==> src/logic/pa_pkg.sv <==
//**********************************************************
// shared types for the arithmetic and register unit
// word type (bit 0 is the msb), W and A bus select codes,
// sign-extension codes and control structs
//**********************************************************

`default_nettype none

package pa_pkg;

	localparam int WORD_W = 16;

	// bit 0 is the most significant
	typedef logic [0:WORD_W-1] word_t;

	typedef logic [2:0] w_sel_t;
	typedef logic [2:0] a_sel_t;
	typedef logic [3:0] alu_fn_t;
	typedef logic [1:0] ext_sel_t;

	// W bus sources
	localparam w_sel_t W_IR   = 3'd0;
	localparam w_sel_t W_KL   = 3'd1;
	localparam w_sel_t W_RDT  = 3'd2;
	localparam w_sel_t W_KI   = 3'd3;
	localparam w_sel_t W_AT   = 3'd4;
	localparam w_sel_t W_AC   = 3'd5;
	localparam w_sel_t W_A    = 3'd6;
	localparam w_sel_t W_ZERO = 3'd7;

	// A bus sources
	localparam a_sel_t A_ZERO  = 3'd0;
	localparam a_sel_t A_L     = 3'd1;
	localparam a_sel_t A_SHORT = 3'd2;
	localparam a_sel_t A_AR    = 3'd3;
	localparam a_sel_t A_IC    = 3'd4;
	localparam a_sel_t A_IRLO  = 3'd5;
	localparam a_sel_t A_ONES  = 3'd6;
	localparam a_sel_t A_ZERO2 = 3'd7;

	// sign-extension formulas
	localparam ext_sel_t EXT_AM1 = 2'd0;
	localparam ext_sel_t EXT_APB = 2'd1;
	localparam ext_sel_t EXT_AMB = 2'd2;
	localparam ext_sel_t EXT_AP1 = 2'd3;

	typedef struct packed {
		alu_fn_t  fn;
		logic     mode;
		logic     cin;
		ext_sel_t ext_sel;
	} alu_ctl_t;

	typedef struct packed {
		logic strob1b;
		logic strob2b;
		logic as2;
	} strobe_t;

	typedef struct packed {
		logic w_ac;
		logic w_ar;
		logic arp1;
		logic arm4;
		logic w_ic;
		logic icp1;
		logic off;
		logic wx;
		logic eat0;
		logic w_dt;
	} reg_ctl_t;

endpackage

`default_nettype wire

==> src/logic/pa.sv <==
//**********************************************************
// arithmetic and register unit top level
// W bus, A bus, ALU, registers and address stage
//**********************************************************

`timescale 1ns/1ps
`default_nettype none

module pa (
	input  wire logic             __clk,
	input  wire logic             rst,
	input  wire pa_pkg::word_t    ir,
	input  wire pa_pkg::word_t    kl,
	input  wire pa_pkg::word_t    rdt,
	input  wire pa_pkg::word_t    ki,
	input  wire pa_pkg::word_t    l,
	input  wire pa_pkg::w_sel_t   w_sel,
	input  wire pa_pkg::a_sel_t   a_sel,
	input  wire pa_pkg::alu_ctl_t alu,
	input  wire pa_pkg::strobe_t  strb,
	input  wire pa_pkg::reg_ctl_t rctl,
	input  wire logic             axy,
	input  wire logic             ar_ad,
	input  wire logic             ic_ad,
	input  wire logic             barnb,
	output pa_pkg::word_t         w,
	output pa_pkg::word_t         ddt,
	output pa_pkg::word_t         dad,
	output logic                  s0,
	output logic                  carry,
	output logic                  s_1,
	output logic                  zs,
	output logic                  wzi,
	output logic                  exx,
	output logic                  exy,
	output logic                  at15,
	output logic                  arz,
	output logic                  zga
);

	import pa_pkg::*;

	word_t a;
	word_t f;
	word_t at;
	word_t ac;
	word_t ar;
	word_t ic;

	assign at15 = at[15];

	pa_bus_w u_bus_w (
		.sel  (w_sel),
		.ir   (ir),
		.kl   (kl),
		.rdt  (rdt),
		.ki   (ki),
		.at   (at),
		.ac   (ac),
		.a    (a),
		.w_dt (rctl.w_dt),
		.w    (w),
		.ddt  (ddt)
	);

	pa_bus_a u_bus_a (
		.sel (a_sel),
		.l   (l),
		.ir  (ir),
		.ar  (ar),
		.ic  (ic),
		.a   (a)
	);

	pa_alu u_alu (
		.a     (a),
		.ac    (ac),
		.ctl   (alu),
		.ir6   (ir[6]),
		.at15  (at[15]),
		.axy   (axy),
		.f     (f),
		.carry (carry),
		.s0    (s0),
		.s_1   (s_1),
		.zs    (zs),
		.exx   (exx),
		.exy   (exy)
	);

	pa_regs u_regs (
		.__clk (__clk),
		.rst   (rst),
		.strb  (strb),
		.ctl   (rctl),
		.w     (w),
		.f     (f),
		.zs    (zs),
		.at    (at),
		.ac    (ac),
		.ar    (ar),
		.ic    (ic),
		.wzi   (wzi),
		.arz   (arz)
	);

	pa_addr u_addr (
		.ar    (ar),
		.ic    (ic),
		.kl    (kl),
		.ar_ad (ar_ad),
		.ic_ad (ic_ad),
		.barnb (barnb),
		.dad   (dad),
		.zga   (zga)
	);

endmodule

`default_nettype wire

==> src/logic/pa_addr.sv <==
//**********************************************************
// address line drive from AR and IC
// key line comparator
//**********************************************************

`timescale 1ns/1ps
`default_nettype none

module pa_addr (
	input  wire pa_pkg::word_t ar,
	input  wire pa_pkg::word_t ic,
	input  wire pa_pkg::word_t kl,
	input  wire logic          ar_ad,
	input  wire logic          ic_ad,
	input  wire logic          barnb,
	output pa_pkg::word_t      dad,
	output logic               zga
);

	import pa_pkg::*;

	word_t ar_drv;
	word_t ic_drv;
	word_t cmp_addr;

	// both gates open just wire-OR the lines
	assign ar_drv = ar_ad ? ar : '0;
	assign ic_drv = ic_ad ? ic : '0;
	assign dad = ar_drv | ic_drv;

	// bit 0 stands for the memory block, taken from barnb
	assign cmp_addr = {~barnb, dad[1:15]};
	assign zga = (kl == cmp_addr);

endmodule

`default_nettype wire

==> src/logic/pa_alu.sv <==
//**********************************************************
// 74181-style ALU, A bus against the accumulator
// carry out of bit 0, extended sign, zero flag
// and the two condition outputs exx and exy
//**********************************************************

`timescale 1ns/1ps
`default_nettype none

module pa_alu (
	input  wire pa_pkg::word_t    a,
	input  wire pa_pkg::word_t    ac,
	input  wire pa_pkg::alu_ctl_t ctl,
	input  wire logic             ir6,
	input  wire logic             at15,
	input  wire logic             axy,
	output pa_pkg::word_t         f,
	output logic                  carry,
	output logic                  s0,
	output logic                  s_1,
	output logic                  zs,
	output logic                  exx,
	output logic                  exy
);

	import pa_pkg::*;

	word_t       x_op;
	word_t       y_op;
	logic [16:0] sum;
	logic        ext;

	// per-bit terms of the 74181, S0/S1 pick the first operand
	// and S2/S3 the second one
	always_comb begin
		x_op = a | (ac & {WORD_W{ctl.fn[0]}}) | (~ac & {WORD_W{ctl.fn[1]}});
		y_op = (a & ~ac & {WORD_W{ctl.fn[2]}}) | (a & ac & {WORD_W{ctl.fn[3]}});
	end

	// bit 0 is the msb, so the plain vector sum carries out of it
	assign sum = {1'b0, x_op} + {1'b0, y_op} + {16'd0, ctl.cin};

	assign carry = sum[16];
	assign f = ctl.mode ? ~(x_op ^ y_op) : sum[15:0];
	assign s0 = f[0];

	// sign one bit beyond the word
	always_comb begin
		case (ctl.ext_sel)
			EXT_AM1: ext = ~a[0];
			EXT_APB: ext = a[0] ^ ac[0];
			EXT_AMB: ext = ~(a[0] ^ ac[0]);
			EXT_AP1: ext = a[0];
			default: ext = 1'b0;
		endcase
	end

	assign s_1 = ext ^ carry;

	// zero only when the extended sign agrees
	assign zs = ~s_1 & (f == '0);

	// condition lines for the control unit
	assign exx = ir6 ? a[15] : a[0];
	assign exy = axy ? at15 : a[0];

endmodule

`default_nettype wire

==> src/logic/pa_bus_a.sv <==
//**********************************************************
// A bus source multiplexer
// argument extension from IR, AR, IC and L
//**********************************************************

`timescale 1ns/1ps
`default_nettype none

module pa_bus_a (
	input  wire pa_pkg::a_sel_t sel,
	input  wire pa_pkg::word_t  l,
	input  wire pa_pkg::word_t  ir,
	input  wire pa_pkg::word_t  ar,
	input  wire pa_pkg::word_t  ic,
	output pa_pkg::word_t       a
);

	import pa_pkg::*;

	word_t short_arg;
	word_t long_arg;

	// short argument sits in ir 10..15, bit 10 is its sign
	assign short_arg = {{10{ir[10]}}, ir[10:15]};

	// ir 7..15 as an unsigned field
	assign long_arg = {7'd0, ir[7:15]};

	always_comb begin
		case (sel)
			A_ZERO:  a = '0;
			A_L:     a = l;
			A_SHORT: a = short_arg;
			A_AR:    a = ar;
			A_IC:    a = ic;
			A_IRLO:  a = long_arg;
			A_ONES:  a = '1;
			A_ZERO2: a = '0;
			default: a = '0;
		endcase
	end

endmodule

`default_nettype wire

==> src/logic/pa_bus_w.sv <==
//**********************************************************
// W bus source multiplexer
// feeds every register load and the gated data output
//**********************************************************

`timescale 1ns/1ps
`default_nettype none

module pa_bus_w (
	input  wire pa_pkg::w_sel_t sel,
	input  wire pa_pkg::word_t  ir,
	input  wire pa_pkg::word_t  kl,
	input  wire pa_pkg::word_t  rdt,
	input  wire pa_pkg::word_t  ki,
	input  wire pa_pkg::word_t  at,
	input  wire pa_pkg::word_t  ac,
	input  wire pa_pkg::word_t  a,
	input  wire logic           w_dt,
	output pa_pkg::word_t       w,
	output pa_pkg::word_t       ddt
);

	import pa_pkg::*;

	always_comb begin
		case (sel)
			W_IR:   w = ir;
			W_KL:   w = kl;
			W_RDT:  w = rdt;
			W_KI:   w = ki;
			W_AT:   w = at;
			W_AC:   w = ac;
			W_A:    w = a;
			W_ZERO: w = '0;
			default: w = '0;
		endcase
	end

	// data lines only see W while w_dt is up
	assign ddt = w_dt ? w : '0;

	// an idle W bus must never leak onto the data lines
	always_comb begin
		assert ((sel != W_ZERO) || (ddt == '0))
			else $error("data lines not clear with W bus idle");
	end

endmodule

`default_nettype wire

==> src/logic/pa_regs.sv <==
//**********************************************************
// AT, AC, AR and IC registers and the WZI flag
// strobe gating for loads, shifts and counting
//**********************************************************

`timescale 1ns/1ps
`default_nettype none

module pa_regs (
	input  wire logic             __clk,
	input  wire logic             rst,
	input  wire pa_pkg::strobe_t  strb,
	input  wire pa_pkg::reg_ctl_t ctl,
	input  wire pa_pkg::word_t    w,
	input  wire pa_pkg::word_t    f,
	input  wire logic             zs,
	output pa_pkg::word_t         at,
	output pa_pkg::word_t         ac,
	output pa_pkg::word_t         ar,
	output pa_pkg::word_t         ic,
	output logic                  wzi,
	output logic                  arz
);

	import pa_pkg::*;

	logic stroba;
	logic strobb;
	logic ac_load;
	logic ar_load;
	logic ar_step;
	logic ic_load;
	logic ic_step;
	logic at_load;
	logic at_shift;

	// first strobe outside as2, second strobe inside it
	assign stroba = strb.strob1b & ~strb.as2;
	assign strobb = strb.strob2b & strb.as2;

	assign ac_load  = ctl.w_ac & (stroba | strobb);
	assign ar_load  = ctl.w_ar & (stroba | strobb);
	assign ar_step  = ctl.arp1 & stroba;
	assign ic_load  = ctl.w_ic & (stroba | strobb);
	assign ic_step  = ctl.icp1 & strb.strob1b;
	assign at_load  = strb.as2 & strb.strob1b;
	assign at_shift = ctl.wx & strb.strob1b;

	always_ff @(posedge __clk) begin
		if (rst) begin
			at  <= '0;
			ac  <= '0;
			ar  <= '0;
			ic  <= '0;
			wzi <= 1'b0;
		end else begin
			// load beats shift, as on the 74194
			if (at_load)
				at <= f;
			else if (at_shift)
				at <= {ctl.eat0, at[0:14]};

			if (ac_load)
				ac <= w;

			// arm4 turns the increment into a step back
			if (ar_load)
				ar <= w;
			else if (ar_step)
				ar <= ctl.arm4 ? ar - 16'd1 : ar + 16'd1;

			if (ctl.off)
				ic <= '0;
			else if (ic_load)
				ic <= w;
			else if (ic_step)
				ic <= ic + 16'd1;

			// adder zero caught with the AT load
			if (at_load)
				wzi <= zs;
		end
	end

	// upper byte of AR
	assign arz = |ar[0:7];

	a_ic_off: assert property (@(posedge __clk) disable iff (rst)
		ctl.off |=> (ic == '0))
		else $error("IC not cleared after off");

	a_ar_load_wins: assert property (@(posedge __clk) disable iff (rst)
		(ar_load && ar_step) |=> (ar == $past(w)))
		else $error("AR step overrode a load");

endmodule

`default_nettype wire

==> config.mk <==
export PLATFORM = sky130hd
export DESIGN_NAME = pa
export DESIGN_NICKNAME = d
export VERILOG_FILES = /design/src/logic/pa_pkg.sv /design/src/logic/pa.sv /design/src/logic/pa_addr.sv /design/src/logic/pa_alu.sv /design/src/logic/pa_bus_a.sv /design/src/logic/pa_bus_w.sv /design/src/logic/pa_regs.sv
export SDC_FILE = /design/constraint.sdc
export NUM_CORES = 1
export LEC_CHECK = 0
export BUFFER_PORTS_ARGS = -buffer_cell sky130_fd_sc_hd__buf_2
export CAP_MARGIN = 20
export CORE_MARGIN = 8
export CORE_UTILIZATION = 35
export DETAILED_ROUTE_END_ITERATION = 7
export REMOVE_ABC_BUFFERS = 1
export SETUP_SLACK_MARGIN = 0.5
export SYNTH_ARGS = -nofsm -noshare
export SYNTH_HDL_FRONTEND = slang
export SYNTH_SLANG_ARGS = --single-unit
==> constraint.sdc <==
create_clock -name __clk -period 7.5 [get_ports __clk]
set_input_delay 0.75 -clock __clk [delete_from_list [all_inputs] [get_ports __clk]]
set_output_delay 0.75 -clock __clk [all_outputs]
set_load 0.01 [all_outputs]
==> flow_summary_export.csv <==
group,metric,value,unit
sta,fin_tns_setup,0,ns
worst_setup_path,cp.required,6.75,ns
drt,drt_first_pass_iters,5,
sta,hold_viol,0,
layout,final_nets,1276,
global_routing,grt_antenna_before_repair,0,
synthesis,synth-edff-count,0,
layout,syn_to_final_growth,15.7,%
worst_setup_path,crit_fanout,19,
synthesis,syn_inst,1017,
synthesis,synth_top_area_cell,"dfxtp_1",
drt,vias,8330,
power_and_ir_drop,power_leakage,3.66,nW
drt,drt_wl_total,28400,um
placement,port_buffers,170,
sta,slew_headroom,34.0,%
synthesis,synthArstFlopShare,0,%
drt,viasPerCell,5.92,
global_routing,grt_pass1_vias,7772,
drt,post_drt_wl_per_cell,20.2,um
synthesis,synth.area.top_cells,"dfxtp_1 (17%), mux2i_1 (6.2%), nor2_1 (5.8%)",
drt,drc,0,
floorplanning,fp.dieW,163,um
worst_setup_path,cp.arrival,5.55,ns
placement,globalplace.congestion,0.938,
sta,fin_skew,0.00816,ns
synthesis,synth-seq-cells,65,
worst_setup_path,cp-end-kind,"primary output",
synthesis,yosysUniqueCellTypes,80,
global_routing,grt_pass1_wl,43700,um
clock_tree,cts_sinks,65,
layout,postLayoutCoreUtil,41.4,%
synthesis,syn_avg_cell_area,7.41,um2
synthesis,synth_top_area_share,17.3,%
sta,tightest_slew,0.987,ns
synthesis,ys_warn_count,0,
floorplanning,fp-row-count,53,
floorplanning,io_pins,171,
drt,drtIter0Drc,758,
clock_tree,cts.htree.levels,3,
synthesis,synthTopCellsByCount,"nor2_1 (116), nand2_1 (93), a21oi_1 (72)",
power_and_ir_drop,peakVddDrop,112,uV
floorplanning,fp.dieH,163,um
synthesis,seq_area_frac_synth,17.3,%
synthesis,synth_area,7540,um2
layout,diodes,0,
global_routing,track_usage,20.8,%
layout,drive_above_1_share,20.9,%
clock_tree,cts-hold-fix-buffers,0,
clock_tree,cts_root_buf,"clkbuf_16",
drt,ant_nets,0,
global_routing,grt-ovfl-total,0,
clock_tree,cts_buffers,9,
floorplanning,start_util,35.8,%
sta,min_period_over_period,83.9,%
flow_run,cap_violations,0,
sta,drv_slew,0,
sta,clock.fmax,159,MHz
sta,post-route-min-period,6.30,ns
power_and_ir_drop,power_density,160,nW/um2
clock_tree,cts_tree,"built",
sta,setup_viol,0,
clock_tree,clockBufferDepth,2,
sta,rsz0062_at_grt,"no",
synthesis,synth.most_common_cell,"nor2_1",
placement,place_hpwl,22800,um
floorplanning,dieArea,26500,um2
floorplanning,core,21100,um2
clock_tree,post_cts_resized,0,
clock_tree,path_clk_slew,0.06,ns
synthesis,ys.flop_type,"dfxtp_1",
clock_tree,clkLatencyLatePin,0.34,ns
global_routing,grt_max_degree,56,
clock_tree,cts_setup_buffers,0,
worst_setup_path,path_class,"in2out",
min_path,hp-class,"reg2reg",
run_status,status,"finished clean",
worst_setup_path,cp-start-kind,"input port",
## final cells by class
type	instances	area (um2)
Fill cell	2222	12400
Inverter	46	173
Tap cell	275	344
Multi-Input combinational cell	830	5760
Clock buffer	11	243
Clock inverter	4	20.0
Sequential cell	65	1300
Timing Repair Buffer	175	888
## through the flow
| step | area [um2] | setup slack [ns] | hold slack [ns] | total power [mW] | cells |
|---|---|---|---|---|---|
| after floorplan | 7230 | 2.34 | 0.455 | 0.781 | 941 |
| after global placement | 8460 | 1.41 | 0.480 | 0.993 | 1391 |
| after detailed placement | 8460 | 1.26 | 0.477 | 0.998 | 1391 |
| after CTS | 8730 | 1.23 | 0.490 | 1.39 | 1406 |
| after global routing | 8730 | 0.854 | 0.524 | 1.48 | 1406 |
| final | 8730 | 1.20 | 0.487 | 1.39 | 1406 |
## where the power goes
part,total [mW],leakage (nW),switching (mW),internal [mW]
Clock,0.391,0.135,0.162,0.229
Combinational,0.607,2.99,0.362,0.245
Sequential,0.395,0.531,0.0275,0.367
Total,1.39,3.66,0.552,0.841
## worst max-delay path, stage by stage
cell,delay [ns]
buf_2,0.30
nor2b_1,0.59
nand2_2,0.24
o22ai_1,0.38
nand2_1,0.13
inv_1,0.09
fa_1,0.20
inv_1,0.06
fa_1,0.48
a211oi_4,0.32
o21ai_2,0.15
a21boi_1,0.19
mux2i_1,0.24
nor3_1,0.10
or4_1,0.51
or4_1,0.45
nor4_2,0.15
buf_2,0.18
## state kept, by name (all words and copies together), names as in the netlist
signal and flops:
u_regs.at 16, u_regs.ic 16, u_regs.wzi 1, u_regs.ac 16
u_regs.ar 16
## layer usage
metal  vias to the layer above  part of all wire (%)  GRT usage [%]
met2                       399                    41           30.3
met5                         -                     0              0
met3                        33                    10           6.22
li1                       3984                     -              -
met4                         0                   2.0           5.59
met1                      3914                    47           29.1
## cells by family (layout without fill, tap and decap cells)
logic type | count (synthesis) | count (layout) | synth area share [%]
flops | 65 | 65 | 17.3
compound gates | 299 | 299 | 28.6
simple gates | 375 | 375 | 24.0
fa+ha+maj | 36 | 36 | 6.27
mux | 74 | 74 | 12.1
xor+xnor | 46 | 46 | 5.34
buf+inv | 122 | 236 | 6.40
## cell usage in the layout, fill, tap and decap left out, drive strengths merged, types with 12 or more instances in the layout
cell    instances
mux2           15
xor2           13
a311oi         13
nand2b         15
a211oi         35
nand3          26
o21ai          31
dfxtp          65
nor2          116
o211ai         13
ha             33
nor2b          18
nor3           23
and2           18
nand2          94
xnor2          33
a22o           20
buf           175
mux2i          47
a21oi          72
mux4           12
inv            46
## worst paths after layout
kind / slack (ns) / to / from / cells after the start
worst max-delay path: 1.20 / zs / a_sel[0] / 18
worst min-delay path: 0.49 / u_regs.wzi / u_regs.wzi / 2
worst max register to register: 3.48 / u_regs.wzi / u_regs.ar[0] / 15
worst min register to register: 0.49 / u_regs.wzi / u_regs.wzi / 2
Note: power is estimated with default switching activity, not from simulation.
